[src/hdl/mem_map_cfg.svh]
// ~~~~~~~~~~~~~~~~~~~~~~~~~~~~~~~~~~~~~~~~~~~~~~~~~~~~~~~~~~~~~~~~~~~~~~
// Bases must be word aligned and regions must not overlap.
// Depths are in 32-bit words and should be powers of two.
// ~~~~~~~~~~~~~~~~~~~~~~~~~~~~~~~~~~~~~~~~~~~~~~~~~~~~~~~~~~~~~~~~~~~~~~
`ifndef MEM_MAP_CFG_SVH
`define MEM_MAP_CFG_SVH

// Byte base address of each region
`define MEM_INTERN_BASE   32'h0300_0000
`define MEM_IO_BASE       32'h0400_0000
`define MEM_PALETTE_BASE  32'h0500_0000
`define MEM_VRAM_BASE     32'h0600_0000
`define MEM_OAM_BASE      32'h0700_0000

// Region depths in 32-bit words
`define MEM_INTERN_WORDS  1024
`define MEM_VRAM_WORDS    2048
`define MEM_PALETTE_WORDS 128
`define MEM_OAM_WORDS     256

// I/O window is a compact bank of word registers from MEM_IO_BASE
`define MEM_NUM_IO_REGS   8

// Low half of this register is the live button state
`define MEM_KEYINPUT_IDX  6

// High half of this register is the live scanline count
`define MEM_VCOUNT_IDX    1

`endif

[src/hdl/mem_bus_pkg.sv]
// ~~~~~~~~~~~~~~~~~~~~~~~~~~~~~~~~~~~~~~~~~~~~~~~~~~~~~~~~~~~~~~~~~~~~~~
// CPU bus and graphics port types. Data is little endian and already
// aligned to its byte lanes by the requester.
// ~~~~~~~~~~~~~~~~~~~~~~~~~~~~~~~~~~~~~~~~~~~~~~~~~~~~~~~~~~~~~~~~~~~~~~
`default_nettype none

package mem_bus_pkg;

    typedef logic [31:0] bus_addr_t;
    typedef logic [31:0] bus_data_t;
    typedef logic [3:0]  byte_en_t;

    typedef enum logic [1:0] {
        MEM_SIZE_BYTE = 2'b00,
        MEM_SIZE_HALF = 2'b01,
        MEM_SIZE_WORD = 2'b10
    } mem_size_e;

    // One CPU/DMA bus request, held while the bus is paused
    typedef struct packed {
        bus_addr_t addr;
        bus_data_t wdata;
        mem_size_e size;
        logic      write;
    } bus_req_t;

    // Graphics side reads, one address per RAM
    typedef struct packed {
        bus_addr_t vram_addr;
        bus_addr_t palette_addr;
        bus_addr_t oam_addr;
    } gfx_req_t;

    typedef struct packed {
        bus_data_t vram_data;
        bus_data_t palette_data;
        bus_data_t oam_data;
    } gfx_rsp_t;

endpackage

`default_nettype wire

[src/hdl/mem_io_pkg.sv]
// ~~~~~~~~~~~~~~~~~~~~~~~~~~~~~~~~~~~~~~~~~~~~~~~~~~~~~~~~~~~~~~~~~~~~~~
// I/O register bank types, sized from the memory map config.
// ~~~~~~~~~~~~~~~~~~~~~~~~~~~~~~~~~~~~~~~~~~~~~~~~~~~~~~~~~~~~~~~~~~~~~~
`default_nettype none

`include "mem_map_cfg.svh"

package mem_io_pkg;

    typedef logic [31:0] io_word_t;

    typedef logic [$clog2(`MEM_NUM_IO_REGS)-1:0] io_idx_t;

    // Whole bank as one vector, register i at io_regs[i]
    typedef io_word_t [`MEM_NUM_IO_REGS-1:0] io_regs_t;

endpackage

`default_nettype wire

[src/hdl/mem_io_regs.sv]
// ~~~~~~~~~~~~~~~~~~~~~~~~~~~~~~~~~~~~~~~~~~~~~~~~~~~~~~~~~~~~~~~~~~~~~~
// Memory-mapped I/O register bank with byte writes.
// KEYINPUT low half and VCOUNT high half follow their inputs and
// ignore writes.
// ~~~~~~~~~~~~~~~~~~~~~~~~~~~~~~~~~~~~~~~~~~~~~~~~~~~~~~~~~~~~~~~~~~~~~~
`default_nettype none
`timescale 1ns/100ps

`include "mem_map_cfg.svh"

module mem_io_regs
    import mem_bus_pkg::*;
    import mem_io_pkg::*;
(
    input  logic        clock,
    input  logic        reset,

    // Write port, byte_en is already zero outside a write
    input  logic        sel,
    input  io_idx_t     idx,
    input  byte_en_t    byte_en,
    input  bus_data_t   wdata,

    // Live values for the read-only halves
    input  logic [15:0] buttons,
    input  logic [15:0] vcount,

    output bus_data_t   rdata,
    output io_regs_t    regs
);

    localparam int KEY_IDX = `MEM_KEYINPUT_IDX;
    localparam int VC_IDX  = `MEM_VCOUNT_IDX;

    logic [31:0] live_bits;

    // buttons land in the low half and vcount in the high half
    assign live_bits = {vcount, buttons};

    for (genvar i = 0; i < `MEM_NUM_IO_REGS; i++) begin : g_reg
        // Bits that come from the live inputs instead of storage
        localparam io_word_t RO_MASK = (i == KEY_IDX) ? 32'h0000_ffff :
                                       (i == VC_IDX)  ? 32'hffff_0000 :
                                                        32'h0000_0000;
        localparam byte_en_t WR_MASK = (i == KEY_IDX) ? 4'b1100 :
                                       (i == VC_IDX)  ? 4'b0011 :
                                                        4'b1111;

        io_word_t value_q;
        byte_en_t we;

        assign we = (sel && idx == io_idx_t'(i)) ? (byte_en & WR_MASK) : '0;

        always_ff @(posedge clock, posedge reset) begin
            if (reset) begin
                value_q <= '0;
            end else begin
                for (int b = 0; b < 4; b++) begin
                    if (we[b]) begin
                        value_q[8*b +: 8] <= wdata[8*b +: 8];
                    end
                end
            end
        end

        // Masked bytes are never written, so they stay zero in value_q
        assign regs[i] = value_q | (live_bits & RO_MASK);
    end

    assign rdata = regs[idx];

endmodule

`default_nettype wire

[config.mk]
export PLATFORM = sky130hd
export DESIGN_NAME = mem_io_regs
export DESIGN_NICKNAME = d
export VERILOG_FILES = /design/src/hdl/mem_bus_pkg.sv /design/src/hdl/mem_io_pkg.sv /design/src/hdl/mem_io_regs.sv
export VERILOG_INCLUDE_DIRS = /design/src /design/src/hdl
export SDC_FILE = /design/constraint.sdc
export NUM_CORES = 1
export LEC_CHECK = 0
export BUFFER_PORTS_ARGS = -buffer_cell sky130_fd_sc_hd__buf_2
export CAP_MARGIN = 25
export CORE_MARGIN = 2
export CORE_UTILIZATION = 30
export CTS_BUF_LIST = sky130_fd_sc_hd__clkbuf_8
export CTS_CLUSTER_DIAMETER = 120
export DETAILED_ROUTE_END_ITERATION = 16
export HOLD_SLACK_MARGIN = 0.02
export PLACE_DENSITY = 0.52
export SYNTH_ARGS = -nofsm -noshare
export SYNTH_HDL_FRONTEND = slang
export SYNTH_SLANG_ARGS = --single-unit
[constraint.sdc]
create_clock -name clock -period 8 [get_ports clock]
set_clock_uncertainty 0.2 [all_clocks]
set_input_delay 1.2 -clock clock [delete_from_list [all_inputs] [get_ports clock]]
set_output_delay 1.2 -clock clock [all_outputs]
set_load 0.02 [all_outputs]
Word level (Yosys, flattened, before mapping) --
Index checks and enable logic that the tools add are counted.
Word-level totals: word-level logic and storage cells 61, input bits 74, output and inout bits 288, register bits 256
Operators by class: eq/ne operators 7, reduce and logical (&&, ||, !) cells 9, mux-type cells 10, magnitude comparators 1, bitwise gates (word level) 2
Operator list (number):
- $bmux W32 S3 | 1
- $mux W32 | 1
- $or A32 B16 Y32 | 1
- $or A32 B32 Y32 | 1
- $mux W4 | 7
- $eq A3 B3 Y1 const B | 4
- $logic_and A1 B1 Y1 | 8
- $eq A3 B2 Y1 const B | 2
- $lt A3 B4 Y1 const B | 1
- $eq A3 B1 Y1 const B | 1
- $logic_not A3 Y1 | 1
- $mux W2 | 1

Logic depth before layout (Yosys ltp) --
Gate-level depths: netlist of the first run.
depth after elaboration 3, depth in mapped cells 6, depth with buffers taken out 3

Least setup slack after synthesis of the first run --
OpenSTA, ideal clock, no wires.
path type input to output, from input idx[1], to output rdata[20], data arrival time 2.555 ns, buffers on the path 3, path slack 4.045 ns, data required time 6.600 ns, stages on the path 5, path through buf_2 buf_2 buf_1 mux4_2 mux2_2
Between the ends: longest elaborated chain between the ends 2
RTL lines:
- start, declared | line mem_io_regs.sv:20 | input io_idx_t idx,
- $bmux W32 S3 | line mem_io_regs.sv:70 | assign rdata = regs[idx];
- $mux W32 (implied by the code) | line mem_io_regs.sv:70
- end, declared | line mem_io_regs.sv:28 | output bus_data_t rdata,
No other way between the ends. The select of a mux whose other input is x is not followed.

Worst setup path in the final report of the first run --
from input idx[0], to output rdata[16]
Same word-level chain as after synthesis.

==> results of run 1 <==
cells in the mapped netlist:
library cell / n / area share
buf_6: 4 / 0.0042
mux4_2: 64 / 0.14
nand3_2: 1 / 0.00094
nor3_2: 2 / 0.0019
nand2b_1: 4 / 0.0023
nor3b_2: 1 / 0.0012
mux2_2: 232 / 0.24
or2_1: 3 / 0.0018
nand3b_1: 3 / 0.0021
clkbuf_1: 2 / 0.00070
dfrtp_1: 224 / 0.53
buf_2: 14 / 0.0066
nor2_1: 3 / 0.0011
buf_4: 32 / 0.023
buf_1: 5 / 0.0018
or3b_1: 1 / 0.00082
nor2_2: 19 / 0.011
inv_1: 1 / 0.00035
nand3_1: 1 / 0.00047
mux2_4: 24 / 0.034
nand2_1: 4 / 0.0014
logic make-up (layout without fill, tap and decap cells):
family | count (synthesis) | count (layout) | synth area share
mux | 320 | 320 | 0.414
flops | 224 | 224 | 0.525
other cells | 0 | 1 | 0
buf+inv | 58 | 436 | 0.0361
simple gates | 42 | 42 | 0.0251
per-layer routing:
metal / vias up / track usage / share of wire
li1: 3119 / - / -
met1: 3719 / 0.224 / 0.43
met2: 322 / 0.283 / 0.48
met3: 52 / 0.0435 / 0.071
met4: 4 / 0.0420 / 0.019
met5: - / 0 / 0.00084
cell type report:
class | count | area [um2]
fill | 3404 | 21800
sequential | 224 | 5610
multi-input combinational | 362 | 4680
timing repair buffer | 367 | 1880
clock buffer | 51 | 702
tap | 461 | 577
clock inverter | 17 | 95.1
inverter | 1 | 11.3
antenna | 1 | 2.50
worst max path at each step:
stage,start,endpoint,slack (ns),cells after the start
2_1_floorplan,reset,g_reg[0].value_q[0],0.47,1
3_3_place_gp,idx[0],rdata[19],3.06,5
3_5_place_dp,idx[0],rdata[19],3.03,5
4_1_cts,idx[0],rdata[19],3.03,5
5_1_grt,idx[0],rdata[16],2.89,5
6_report,idx[0],rdata[16],3.12,5
cell usage in the layout, fill, tap and decap left out, drive strengths merged:
cell type,count
inv,13
or3b,1
clkinv,4
mux4,64
nor3b,1
clkbuf,51
diode,1
or2,3
buf,367
nand2b,4
nand2,4
bufinv,1
nand3b,3
mux2,256
nor2,22
dfrtp,224
nand3,2
nor3,2
through the flow:
stage | util | power [mW] | area (um2) | setup slack (ns)
after detailed placement | 0.360 | 2.98 | 12700 | 3.03
after floorplan | - | 2.47 | 10700 | 0.466
final | 0.384 | 4.01 | 13600 | 3.12
after global placement | 0.360 | 2.97 | 12700 | 3.06
after CTS | 0.383 | 4.07 | 13500 | 3.03
after global routing | 0.384 | 4.24 | 13500 | 2.89
power by group through the flow:
stage / sequential [mW] / combinational, mW / clock, mW
6_report: 1.63 / 1.31 / 1.06
5_1_grt: 1.67 / 1.41 / 1.16
4_1_cts: 1.63 / 1.33 / 1.10
3_5_place_dp: 1.65 / 1.33 / 0
3_3_place_gp: 1.65 / 1.32 / 0
2_1_floorplan: 1.91 / 0.561 / 0
==> flow_summary.yaml, run 1 <==
outcome:
  outcome: "finished clean"
sta:
  timing.fmax_mhz: 205
  hold_viol: 0
  slew_headroom: 0.341
  setup_viol_count_final: 0
  fin_hold_ws_ns: 0.326
  tightestPinTransition_ns: 0.984
  slew_viol_final: 0
  rsz0062_at_grt: "no"
  post-route-min-period_ns: 4.88
  tns_ns: 0
  min_period_over_period: 0.610
power_and_ir_drop:
  combPwrFrac: 0.328
  clkPwrFrac: 0.265
  power.density_nw_per_um2: 296
  p_leak_nw: 6.42
  p_sw_frac: 0.352
  p_switching_mw: 1.41
  irDropWorstVdd_uv: 131
  internal_power_mw: 2.59
  p_seq_frac: 0.407
synth:
  syn-num-nets: 718
  yosysWarnings: 0
  synth_cell_types: 21
  netlist_area_um2: 10700
  synth_cells: 644
  synth-seq-cells: 224
  ys_seq_area_frac: 0.525
  syn_avg_cell_area_um2: 16.6
critical_path:
  worst-path-buf-inv: 3
  cp_cell_sequence: "buf_4 -> buf_4 -> mux4_2 -> mux2_2 -> buf_2"
  cp-end-kind: "primary output"
  worstReg2RegStart: "g_reg[4].value_q[22]"
  critPathMaxFanout: 41
  r2r_end: "g_reg[4].value_q[22]"
  slowest_delay_ns: 0.69
  worstPathRequired_ns: 6.60
  arrival_ns: 3.48
  reg2regPathDepth: 1
  path_common_cell: "buf_4"
  crit_family: "buffers and inverters"
  crit_path_top_delay_cell: "buf_4"
  ff2ff_setup_slack_ns: 6.97
  start_kind: "primary input"
  crit_type: "in2out"
detailed_routing:
  drc_errors: 0
  drt-initial-drc-count: 248
  avgRoutedWirePerCell_um: 21.6
  dr_total_vias: 7216
  dr.pass1.iters: 4
  ant_nets: 0
  wirelength_um: 32000
  viasPerCell: 4.86
clocking:
  clock-sinks: 224
  cts_tree: "yes"
  cts.clk_slew.worst_paths_ns: 0.06
  htreeDepth: 2
  clock_path_buffers: 3
  postCtsSetupRepairBufs: 0
  numCtsBuffers: 39
  insertion_delay_ns: 0.53
  holdBufCountCts: 0
  root_buffer: "clkbuf_8"
  cts_resized: 0
global_routing:
  first_global_vias: 7361
  grt_max_degree: 85
  grt_pass1_wl_um: 47000
  grt_usage: 0.171
  antenna_found_initial: 3
  gr-total-overflow: 0
floorplanning:
  ios: 362
  rows: 69
  start_util: 0.302
  die_h_um: 193
  die_w_um: 193
  die_area_um2: 37100
  core_region_area_um2: 35300
placement:
  gp_congestion: 0.728
  placedCellCount: 1414
  place.port_buffers: 361
  dpl.hpwl_um: 21900
final_layout:
  fin_nets: 1069
  areaGrowthSynthToFinish_pct: 27.0
  top_register: "g.value_q"
  largest_reg_flops: 224
  finalNonFillerCells: 1484
  drive_above_1_share: 0.750
  top_regs: "g.value_q x224"
worst_hold_path:
  hp-class: "reg2reg"
  whs_endpoint: "g_reg[6].value_q[28]"
  holdPathStages: 1
  hp-start: "g_reg[6].value_q[28]"
run:
  cap_violations: 0
(Power assumes the default switching activity.)
==> run 2: changes to the inputs <==
- clock period: 8 -> 4.36 ns (I/O delays scaled with it)
==> flow_summary.yaml, run 2 (synthesized netlist as in run 1, its figures left out) <==
global_routing:
  first_global_vias: 7304
  grt_pass1_wl_um: 46700
  antenna_found_initial: 2
  gr-total-overflow: 0
  grt_usage: 0.168
  grt_max_degree: 89
critical_path:
  critPathMaxFanout: 46
  cp-end-kind: "primary output"
  worstPathRequired_ns: 3.51
  reg2regPathDepth: 1
  crit_type: "in2out"
  arrival_ns: 2.52
  start_kind: "primary input"
final_layout:
  final_util: 0.385
  final_cell_mix: "buf_2 (359), mux2_2 (232), dfrtp_1 (224)"
  areaGrowthSynthToFinish_pct: 27.4
  largest_reg_flops: 224
  drive_above_1_share: 0.752
  fin_nets: 1077
  top_regs: "g.value_q x224"
  top_register: "g.value_q"
  fillers: 3477
  final_common_cell: "buf_2"
clocking:
  htreeDepth: 2
  cts.clk_slew.worst_paths_ns: 0.06
  cts_tree: "yes"
  clock_path_buffers: 3
  root_buffer: "clkbuf_8"
  cts_resized: 0
  numCtsBuffers: 40
  insertion_delay_ns: 0.50
  holdBufCountCts: 0
  postCtsSetupRepairBufs: 0
  clock-sinks: 224
outcome:
  outcome: "finished clean"
power_and_ir_drop:
  p_leak_nw: 6.45
  power.density_nw_per_um2: 537
  irDropWorstVdd_uv: 234
run:
  cap_violations: 0
sta:
  hold_viol: 0
  post-route-min-period_ns: 3.38
  min_period_over_period: 0.775
  timing.fmax_mhz: 296
  tns_ns: 0
  setup_viol_count_final: 0
  slew_viol_final: 0
  rsz0062_at_grt: "no"
  slew_headroom: 0.386
  tightestPinTransition_ns: 0.918
worst_hold_path:
  hp-class: "in2async"
floorplanning:
  die_w_um: 193
  die_area_um2: 37100
  start_util: 0.302
  ios: 362
  core_region_area_um2: 35300
  die_h_um: 193
  rows: 69
detailed_routing:
  avgRoutedWirePerCell_um: 21.4
  wl_met1_um: 14200
  dr_total_vias: 7269
  drt-initial-drc-count: 165
  wl_met2_um: 15100
  dr.pass1.iters: 4
  ant_nets: 0
  drc_errors: 0
  viasPerCell: 4.88
  wirelength_um: 31900
  wl_met3_um: 1950
  top_layer: "met5"
placement:
  dpl.hpwl_um: 22200
  gp_congestion: 0.751
  place.port_buffers: 361
==> run 2: worst max-delay path, cell delays in order <==
cell and delay, ns:
buf_4 0.58, buf_4 0.47, mux4_2 0.35, mux2_2 0.28
buf_2 0.16
==> run 2: area by class of cell <==
| cell class | instances | area, um2 | area share |
|---|---|---|---|
| Clock inverter | 17 | 70.1 | 0.00515 |
| Clock buffer | 51 | 702 | 0.0516 |
| Tap cell | 461 | 577 | 0.0424 |
| Antenna cell | 1 | 2.50 | 0.000184 |
| Multi-Input combinational cell | 362 | 4680 | 0.344 |
| Timing Repair Buffer | 374 | 1950 | 0.143 |
| Sequential cell | 224 | 5610 | 0.412 |
| Inverter | 1 | 7.51 | 0.000552 |
==> run 2: stage by stage <==
stage | setup slack, ns | cells | power [mW] | hold WS (ns) | instance area (um2)
2_1_floorplan | 0.582 | 644 | 4.54 | 0.451 | 10700
3_3_place_gp | 0.946 | 1422 | 5.44 | 0.309 | 12800
3_5_place_dp | 0.928 | 1422 | 5.47 | 0.314 | 12800
4_1_cts | 0.928 | 1490 | 7.42 | 0.121 | 13600
5_1_grt | 0.856 | 1490 | 7.70 | 0.179 | 13600
6_report | 0.983 | 1491 | 7.30 | 0.127 | 13600
==> run 2: per-layer routing <==
layer,vias to the layer above,GRT usage
li1,3121,-
met2,270,0.272
met4,2,0.0449
met3,46,0.0391
met5,-,0
met1,3830,0.227
==> run 2: power breakdown <==
part           switching (mW)  internal (mW)
registers               0.435           2.57
logic                    1.30           1.10
clock network           0.858           1.04
total                    2.59           4.71
==> run 2: path summary, 6_finish.rpt <==
check	slack, ns	startpoint	endpoint
max	0.98	idx[1]	rdata[20]
max reg2reg	3.31	g_reg[6].value_q[31]	g_reg[6].value_q[31]
min in group clock	0.25	wdata[7]	g_reg[0].value_q[7]
min	0.13	reset	g_reg[4].value_q[27]
max in group asynchronous	2.83	reset	g_reg[5].value_q[13]
min reg2reg	0.32	g_reg[3].value_q[18]	g_reg[3].value_q[18]
