$ cat src/hdl/mem_bus_pkg.sv
// ~~~~~~~~~~~~~~~~~~~~~~~~~~~~~~~~~~~~~~~~~~~~~~~~~~~~~~~~~~~~~~~~~~~~~~
// CPU bus and graphics port types. Data is little endian and already
// aligned to its byte lanes by the requester.
// ~~~~~~~~~~~~~~~~~~~~~~~~~~~~~~~~~~~~~~~~~~~~~~~~~~~~~~~~~~~~~~~~~~~~~~
`default_nettype none

package mem_bus_pkg;

    typedef logic [31:0] bus_addr_t;
    typedef logic [31:0] bus_data_t;
    typedef logic [3:0]  byte_en_t;

    typedef enum logic [1:0] {
        MEM_SIZE_BYTE = 2'b00,
        MEM_SIZE_HALF = 2'b01,
        MEM_SIZE_WORD = 2'b10
    } mem_size_e;

    // One CPU/DMA bus request, held while the bus is paused
    typedef struct packed {
        bus_addr_t addr;
        bus_data_t wdata;
        mem_size_e size;
        logic      write;
    } bus_req_t;

    // Graphics side reads, one address per RAM
    typedef struct packed {
        bus_addr_t vram_addr;
        bus_addr_t palette_addr;
        bus_addr_t oam_addr;
    } gfx_req_t;

    typedef struct packed {
        bus_data_t vram_data;
        bus_data_t palette_data;
        bus_data_t oam_data;
    } gfx_rsp_t;

endpackage

`default_nettype wire

$ cat src/hdl/mem_byte_lanes.sv
// ~~~~~~~~~~~~~~~~~~~~~~~~~~~~~~~~~~~~~~~~~~~~~~~~~~~~~~~~~~~~~~~~~~~~~~
// Byte write enables from access size and address bits 1:0.
// Halfword writes must be halfword aligned.
// ~~~~~~~~~~~~~~~~~~~~~~~~~~~~~~~~~~~~~~~~~~~~~~~~~~~~~~~~~~~~~~~~~~~~~~
`default_nettype none
`timescale 1ns/100ps

module mem_byte_lanes
    import mem_bus_pkg::*;
(
    input  logic [1:0] addr_low,
    input  mem_size_e  size,
    input  logic       write,
    output byte_en_t   byte_en
);

    always_comb begin
        byte_en = '0;
        if (write) begin
            case (size)
                MEM_SIZE_BYTE: byte_en[addr_low] = 1'b1;
                // Bit 1 picks the upper or lower halfword
                MEM_SIZE_HALF: byte_en = addr_low[1] ? 4'b1100 : 4'b0011;
                MEM_SIZE_WORD: byte_en = 4'b1111;
                default:       byte_en = '0;
            endcase
        end
    end

    // Halfword writes keep address bit 0 clear
    always_comb begin
        if (write && size == MEM_SIZE_HALF) begin
            assert final (!addr_low[0])
                else $error("halfword write at odd address, low bits %b", addr_low);
        end
    end

endmodule

`default_nettype wire

$ cat config.mk
export PLATFORM = sky130hd
export DESIGN_NAME = mem_byte_lanes
export DESIGN_NICKNAME = d
export VERILOG_FILES = /design/src/hdl/mem_bus_pkg.sv /design/src/hdl/mem_byte_lanes.sv
export SDC_FILE = /design/constraint.sdc
export NUM_CORES = 1
export LEC_CHECK = 0
export BUFFER_PORTS_ARGS = -buffer_cell sky130_fd_sc_hd__buf_2
export CAP_MARGIN = 30
export CORE_AREA = 2 2 39 41
export DETAILED_ROUTE_END_ITERATION = 8
export DIE_AREA = 0 0 41 43
export PLACE_DENSITY = 0.3
export SLEW_MARGIN = 20
export SYNTH_ARGS = -nofsm -noshare
export SYNTH_HDL_FRONTEND = slang
export SYNTH_SLANG_ARGS = --single-unit
$ cat constraint.sdc
create_clock -name vclk -period 1
set_input_delay 0.15 -clock vclk [all_inputs]
set_output_delay 0.15 -clock vclk [all_outputs]
set_load 0.02 [all_outputs]
## Yosys cells after proc, flatten, opt, wreduce, memory -nomap -nowiden

Cells that the tools add are included.

- Add/sub/neg operators: 0
- $mul: 0
- Divide/modulo/power cells: 0
- Order comparisons: 2
- Eq/ne operators: 2
- Shift-type cells: 0
- Multiplexer cells: 5
- Bitwise logic cells: 0
- Reductions and logical operators: 2

Operators with widths:

| operator | count |
|---|---|
| $pmux 4 s3 | 1 |
| $mux 4 | 2 |
| $lt 2x3->1 const B | 1 |
| $demux 1 s2 | 1 |
| $eq 2x1->1 const B | 1 |
| $eq 2x2->1 const B | 1 |
| $ge 2x1->1 const B | 1 |
| $logic_not 2->1 | 1 |
| $logic_and 1x1->1 | 1 |
| $mux 1 | 1 |

- Register bits after elaboration: 0
- Bits in latches: 0
- RAM bits: 0
- Bits in read-only memories: 0
- Input bits: 5
- Logic and storage cells: 11
- Memories: 0

## Depth between registers and ports, before layout

Gate-level depths: netlist of run 1.

- Depth after elaboration: 6
- Mapped depth: 3
- Mapped depth without buffers: 3

## Least setup slack after synthesis of run 1

OpenSTA, ideal clock, no wires.

- Kind: input port to output port
- Start point: input addr_low[1]
- End point: output byte_en[1]
- Arrival time: 0.635 ns
- Data required time: 0.850 ns
- Setup slack: 0.215 ns
- Stages: 3
- Path through: inv_1 -> o21ai_0 -> a21oi_1

- Longest elaborated chain between the ends: 6

Ends and longest elaborated chain:

| element | line | source |
|---|---|---|
| start: declaration | mem_byte_lanes.sv:11 | `input logic [1:0] addr_low,` |
| $lt 2x3->1 (implied by the code) or $ge 2x1->1 (tied branches) | mem_byte_lanes.sv:21 | `MEM_SIZE_BYTE: byte_en[addr_low] = 1'b1;` |
| $logic_and 1x1->1 (implied by the code) | mem_byte_lanes.sv:21 |  |
| $mux 1 (implied by the code) | mem_byte_lanes.sv:21 |  |
| $demux 1 s2 | mem_byte_lanes.sv:21 |  |
| $pmux 4 s3 (*) | mem_byte_lanes.sv:20 | `case (size)` |
| $mux 4 (*) | mem_byte_lanes.sv:19 | `if (write) begin` |
| end: declaration | mem_byte_lanes.sv:14 | `output byte_en_t byte_en` |

Mark *: on every way between the ends. The rest lies on a longest branch, timed or not.

## Worst setup path in the final report of run 1

- Start point: input size[0]
- End point: output byte_en[0]

- Longest elaborated chain between the ends: 3

Ends and longest elaborated chain:

| element | line | source |
|---|---|---|
| start: declaration | mem_byte_lanes.sv:12 | `input mem_size_e size,` |
| $eq 2x2->1 (tied with other cells) | mem_byte_lanes.sv:20 |  |
| $pmux 4 s3 (*) | mem_byte_lanes.sv:20 |  |
| $mux 4 (*) | mem_byte_lanes.sv:19 |  |

Marked as above.

==> summary.md, run 1 <==
| Metric | Value |
|---|---|
| Status | `completed` |
| Unique cell type count in the Yosys netlist | `6` |
| Post-synth top area share | `30.2%` |
| Number of hold buffers added after CTS | `0` |
| DR WL/cell | `6.74 um` |
| WS Path Type | `in2out` |
| FILL cells | `176` |
| Max Freq | `1120 MHz` |
| Pin count of the biggest net entering global routing | `5` |
| Seq cells | `0` |
| Via/cell ratio | `3.16` |
| CP arrival | `0.74 ns` |
| Initial DRC Count | `0` |
| Crit Path Max Fanout | `4` |
| Max-slew violation count | `0` |
| Die width | `41 um` |
| Total GRT Usage | `2.70%` |
| Fin crit share | `89.3%` |
| Fin cells | `38` |
| Core footprint | `1380 um2` |
| Gr ovfl total | `0` |
| Critical path startpoint category | `primary input` |
| Worst Path Required | `0.85 ns` |
| Post-DP HPWL | `235 um` |
| Die H | `43 um` |
| GP Congestion | `0.500` |
| Multi-input gate area | `58.8 um2` |
| Vias | `120` |
| Area leader, netlist | `a21oi_1` |
| RSZ-0062 raised after global routing | `no` |
| Final core utilization | `9.49%` |
| Max IR drop VDD | `0.0420 mV` |
| Remaining antenna violation count | `0` |
| Slew HR | `88.8%` |
| Final instance area | `131 um2` |
| Min-Delay Path Class | `in2out` |
| Starting Density | `4.79%` |
| Mean Syn Cell Area | `5.10 um2` |
| Final setup fails | `0` |
| 1st-pass router iterations | `1` |
| # resized after CTS | `0` |
| Fin nets | `29` |
| Hold slack | `0.695 ns` |
| DRC Markers | `0` |
| IO buf count | `9` |
| Syn Std Cell Area | `66.3 um2` |
| Slew @ Worst Pin | `0.166 ns` |
| Die area | `1760 um2` |
| Clock buffer count | `0` |
| Initial antenna violation count | `0` |
| Power Density | `473 nW/um2` |
| YS warnings | `0` |
| MaxCap Viol Count | `0` |
| Crit. End Element | `primary output` |
| Inst Count DP | `38` |
| Vias in the first global route | `98` |
| Fin Setup TNS | `0 ns` |
| FP Rows | `14` |
| WL final | `256 um` |
| Boundary pin count | `9` |
| Layout cells sized above 1 | `45.5%` |
| Final hold vios | `0` |
| First-pass GRT wire length | `358 um` |
| Antenna Cells | `0` |
| Sequential cell area | `0 um2` |
| Setup bufs post-CTS | `0` |
| Leakage power | `0.0752 nW` |
| Area grow syn2layout | `98.1%` |
| Post-synth net total | `18` |
| Sequential area share after synthesis | `0%` |
| Post-route minimum period | `0.893 ns` |
| Placed Instance Area | `131 um2` |
| Post-Synthesis Cells | `13` |
| Largest cells by area after synthesis | `a21oi_1 30%, nand2b_4 21%, o21ai_0 15%` |
-- layout make-up --
type,count,area share (%)
inverters,2,5.71
repair buffers,9,34.3
multi-input cells,11,44.8
well taps,16,15.2
-- logic make-up after synthesis --
kind of cell,after synthesis,synth area share [%]
buffers and inverters,2,11.3
AND/OR/NAND/NOR,5,43.4
AO/OA/AOI/OAI,6,45.3
-- worst max-delay path: stages --
cell and delay (ns):
buf_2 0.12, nand2b_4 0.13, a21oi_1 0.14, nor2_1 0.05, buf_2 0.15
-- power breakdown --
group          internal, W  leakage (nW)  switching, W
clock                    0             0             0
sequential               0             0             0
combinational    0.0000245        0.0752     0.0000377
-- cell usage in the layout, fill, tap and decap left out --
cell / n
a21oi_1: 4
o21ai_0: 2
nor2_1: 2
nand2b_4: 1
nand2_1: 2
inv_1: 2
buf_2: 9
-- Yosys cell counts, drive strengths merged --
cell type and number:
a21oi 4, inv 2, nand2 2, nand2b 1, nor2 2, o21ai 2
-- path summary, 6_finish.rpt --
path,start,endpoint,slack (ns),cells past startpoint
worst max-delay path,size[0],byte_en[0],0.11,5
worst min-delay path,size[1],byte_en[1],0.70,4
-- layer usage --
| layer | GRT usage, % | vias to the layer above | share of wire (%) |
|---|---|---|---|
| li1 | - | 62 | - |
| met1 | 3.48 | 54 | 37 |
| met2 | 5.00 | 4 | 55 |
| met3 | 0 | 0 | 7.8 |
| met4 | 0 | 0 | 0 |
| met5 | 0 | - | 0 |
-- stage by stage --
step / total power, W / worst slack, ns
6_report: 0.0000622 / 0.107
5_1_grt: 0.0000695 / 0.0162
4_1_cts: 0.0000637 / 0.0900
3_5_place_dp: 0.0000633 / 0.0903
3_3_place_gp: 0.0000639 / 0.0816
2_1_floorplan: 0.0000346 / 0.215
(Power assumes the default switching activity.)
==> run 2: changes to the inputs <==
clock period = 1.1 ns   (was 1 ns; I/O delays follow)
==> run 2 against run 1 <==
Die area unchanged; critical endpoint is now byte_en[2]; highest routed layer unchanged; final cell count unchanged; combinational power down 9.6%; critical path type unchanged; cell area unchanged; wire length down 4.3%.
==> summary.md, run 2 (synthesis results as in run 1) <==
| Metric | Value |
|---|---|
| Status | `completed` |
| Pin count of the biggest net entering global routing | `5` |
| Seq cells | `0` |
| Area grow syn2layout | `98.1%` |
| CP arrival | `0.76 ns` |
| Crit. End Element | `primary output` |
| Most common cell after layout, fill and taps aside | `buf_2` |
| Placed Instance Area | `131 um2` |
| Vias | `113` |
| Final instance area | `131 um2` |
| Fin crit share | `84.3%` |
| MaxCap Viol Count | `0` |
| Antenna Cells | `0` |
| Boundary pin count | `9` |
| Worst Setup Slack, final | `0.173 ns` |
| Die area | `1760 um2` |
| Setup bufs post-CTS | `0` |
| Max-slew violation count | `0` |
| Initial antenna violation count | `0` |
| Vias in the first global route | `68` |
| Die width | `41 um` |
| Leakage power | `0.0752 nW` |
| First-pass GRT wire length | `241 um` |
| Post-route minimum period | `0.927 ns` |
| Crit Path Max Fanout | `4` |
| WS Path Type | `in2out` |
| Final hold vios | `0` |
| Setup Slack @ Placement | `0.165 ns` |
| Power Density | `428 nW/um2` |
| Remaining antenna violation count | `0` |
| 1st-pass router iterations | `2` |
| Core footprint | `1380 um2` |
| Die H | `43 um` |
| Number of hold buffers added after CTS | `0` |
| GP Congestion | `0.505` |
| Total GRT Usage | `1.90%` |
| Post-DP HPWL | `229 um` |
| Via/cell ratio | `2.97` |
| Layout cells sized above 1 | `45.5%` |
| RSZ-0062 raised after global routing | `no` |
| Max IR drop VDD | `0.0363 mV` |
| Final setup fails | `0` |
| Worst Path Required | `0.94 ns` |
| Critical path startpoint category | `primary input` |
| Slew @ Worst Pin | `0.151 ns` |
| Fin Setup TNS | `0 ns` |
| # resized after CTS | `0` |
| Fin nets | `29` |
| Slew HR | `89.8%` |
| Final core utilization | `9.49%` |
| Inst Count DP | `38` |
| Most frequent cells in the layout | `9 x buf_2, 4 x a21oi_1` |
| DR WL/cell | `6.45 um` |
| Fin cells | `38` |
| IO buf count | `9` |
| Gr ovfl total | `0` |
| Min-Delay Path Class | `in2out` |
| Starting Density | `4.79%` |
| Max Freq | `1080 MHz` |
| Initial DRC Count | `2` |
| Clock buffer count | `0` |
| Sequential cell area | `0 um2` |
| DRC Markers | `0` |
| FP Rows | `14` |
| WL final | `245 um` |
run 2: cell counts in the layout (fill, tap and decap cells not counted):
Identical to the previous run, type by type.
run 2: worst paths after layout:
check	start	to	cells after the start
max	size[0]	byte_en[2]	5
min	size[1]	byte_en[3]	4
run 2: metal layers:
metal | wire (um) | vias up | global-route usage (%)
met3 | 22 | 0 | 0
li1 | - | 61 | -
met1 | 94 | 48 | 2.22
met2 | 128 | 4 | 3.75
met4 | 0 | 0 | 0
met5 | 0 | - | 0
run 2: metrics by stage:
step	hold WS, ns	power, W
after CTS	0.730	0.0000576
final	0.725	0.0000562
after detailed placement	0.728	0.0000573
after global routing	0.748	0.0000612
after floorplan	0.517	0.0000314
after global placement	0.730	0.0000579
run 2: where the power goes:
part | switching [W] | internal, W
Clock | 0 | 0
Sequential | 0 | 0
Combinational | 0.0000340 | 0.0000222
Total | 0.0000340 | 0.0000222
run 2: area by class of cell:
cell class,instances,area (um2)
multi-input combinational,11,58.8
inverter,2,7.51
fill,176,1250
timing repair buffer,9,45.0
tap,16,20.0
run 2: worst max-delay path: stages:
cell and delay, ns:
buf_2 0.12, nand2b_4 0.13, a21oi_1 0.14, nor2_1 0.05, buf_2 0.15
==> run 3: changes to the inputs <==
ABC_AREA = 1   (was unset)
clock period = 1 ns   (was 1.1 ns; I/O delays follow)
==> run 3 against run 2 <==
Wire length increased by 34%; sequential share of layout area unchanged; via count grew 64%; cell area up 45%; die area unchanged; power up 45%; synthesized area increased by 74%.
==> summary.md, run 3 <==
| Metric | Value |
|---|---|
| Slew HR | `93.4%` |
| Mean Syn Cell Area | `3.97 um2` |
| Hold Path Sink | `byte_en[0]` |
| Sequential area share after synthesis | `0%` |
| Final hold vios | `0` |
| Clock power share | `0%` |
| # resized after CTS | `0` |
| Setup bufs post-CTS | `0` |
| Unique cell type count in the Yosys netlist | `6` |
| Via/cell ratio | `3.43` |
| Top-count cell post-synth | `nor2_1` |
| Gr ovfl total | `0` |
| Worst Setup Slack, final | `0.0731 ns` |
| Die width | `41 um` |
| Area leader, netlist | `nor2_1` |
| Layout cells sized above 1 | `39.5%` |
| Vias | `185` |
| DRC Markers | `0` |
| CP arrival | `0.78 ns` |
| Placed Instance Area | `180 um2` |
| Seq cells | `0` |
| Net Switching | `0.0000505 W` |
| Total GRT Usage | `4.30%` |
| Fin Setup TNS | `0 ns` |
| WL final | `329 um` |
| Post-route minimum period | `0.927 ns` |
| Internal power | `0.0000312 W` |
| Initial antenna violation count | `0` |
| Post-synth top area share | `35.9%` |
| Synth top cells by count | `11 x nor2_1, 8 x nand2_1, 3 x inv_1, 3 x inv_2, 3 x nand3_1` |
| Critical path startpoint category | `primary input` |
| Fin nets | `45` |
| Part of the power in combinational logic | `100.0%` |
| Remaining antenna violation count | `0` |
| Post-Synthesis Cells | `29` |
| Most frequent cells in the layout | `10 x nor2_1, 7 x nand2_1, 7 x buf_2` |
| Slew @ Worst Pin | `0.0983 ns` |
| FP Rows | `14` |
| RSZ-0062 raised after global routing | `no` |
| DR WL/cell | `6.09 um` |
| Syn Std Cell Area | `115 um2` |
| First-pass GRT wire length | `565 um` |
| Fin cells | `54` |
| Vias in the first global route | `154` |
| Area grow syn2layout | `65.2%` |
| Max IR drop VDD | `0.0833 mV` |
| Power Density | `430 nW/um2` |
| Pin count of the biggest net entering global routing | `6` |
| Sequential cell area | `0 um2` |
| Final instance area | `190 um2` |
| Min-Delay Path Class | `in2out` |
| 1st-pass router iterations | `2` |
| Starting Density | `8.32%` |
| Final setup fails | `0` |
| GP Congestion | `0.709` |
| Hold path depth | `4` |
| Number of hold buffers added after CTS | `0` |
| Initial DRC Count | `2` |
| Net Sw Frac | `61.9%` |
| Core footprint | `1380 um2` |
| Leakage power | `0.123 nW` |
| Die H | `43 um` |
| FILL cells | `167` |
| WS Path Type | `in2out` |
| Clock buffer count | `0` |
| Total power | `0.0000817 W` |
| Post-DP HPWL | `300 um` |
| Worst Path Required | `0.85 ns` |
| Most common cell after layout, fill and taps aside | `nor2_1` |
| IO buf count | `9` |
| Post-synth net total | `34` |
| Max-slew violation count | `0` |
| Sequential power share | `0%` |
| Crit Path Max Fanout | `3` |
| Setup Slack @ Placement | `0.0460 ns` |
| Fin crit share | `92.7%` |
| Hold Startpoint | `write` |
| Inst Count DP | `54` |
| Die area | `1760 um2` |
| Status | `completed` |
| Antenna Cells | `0` |
| YS warnings | `0` |
| Largest cells by area after synthesis | `nor2_1 36%, nand2_1 26%, nand3_1 13%` |
| Crit. End Element | `primary output` |
| Boundary pin count | `9` |
| MaxCap Viol Count | `0` |
| Max Freq | `1080 MHz` |
## run 3: cell families (layout without fill, tap and decap cells)
family        count (synthesis)  count (layout)  share of synthesized area [%]
buf+inv                       6              15                           19.6
simple gates                 23              23                           80.4
## run 3: power by group through the flow
stage | Sequential (W) | Clock, W | Combinational, W
after floorplan | 0 | 0 | 0.0000461
after global placement | 0 | 0 | 0.0000776
after detailed placement | 0 | 0 | 0.0000779
after CTS | 0 | 0 | 0.0000780
after global routing | 0 | 0 | 0.0000912
final | 0 | 0 | 0.0000817
## run 3: per-layer routing
metal | share of wire (%) | global-route usage, %
met1 | 41 | 5.38
met2 | 59 | 8.13
met4 | 0 | 0
met3 | 0 | 0
met5 | 0 | 0
## run 3: worst max path at each step
stage / from / end / slack (ns) / cells after the start
floorplan: size[1] / byte_en[1] / 0.18 / 5
global placement: size[1] / byte_en[1] / 0.05 / 7
detailed placement: size[1] / byte_en[3] / 0.05 / 7
CTS: size[1] / byte_en[3] / 0.04 / 7
global route: size[1] / byte_en[3] / 0.01 / 7
finish: size[1] / byte_en[2] / 0.07 / 7
## run 3: area by class of cell
| type | count | area, um2 | area share [%] |
|---|---|---|---|
| Multi-Input combinational cell | 23 | 97.6 | 51.3 |
| Timing Repair Buffer | 9 | 50.0 | 26.3 |
| Inverter | 6 | 22.5 | 11.8 |
| Tap cell | 16 | 20.0 | 10.5 |
## run 3: critical path: stages
cell     delay (ns)
buf_2          0.12
inv_2          0.07
nand2_2        0.07
nor2_1         0.09
nor2_1         0.05
nor2_1         0.07
buf_2          0.16
## run 3: per-stage QoR
stage / util (%) / hold slack (ns)
detailed placement: 13.0 / 0.618
finish: 13.7 / 0.615
floorplan: - / 0.429
global placement: 13.0 / 0.617
CTS: 13.0 / 0.619
global route: 13.7 / 0.642
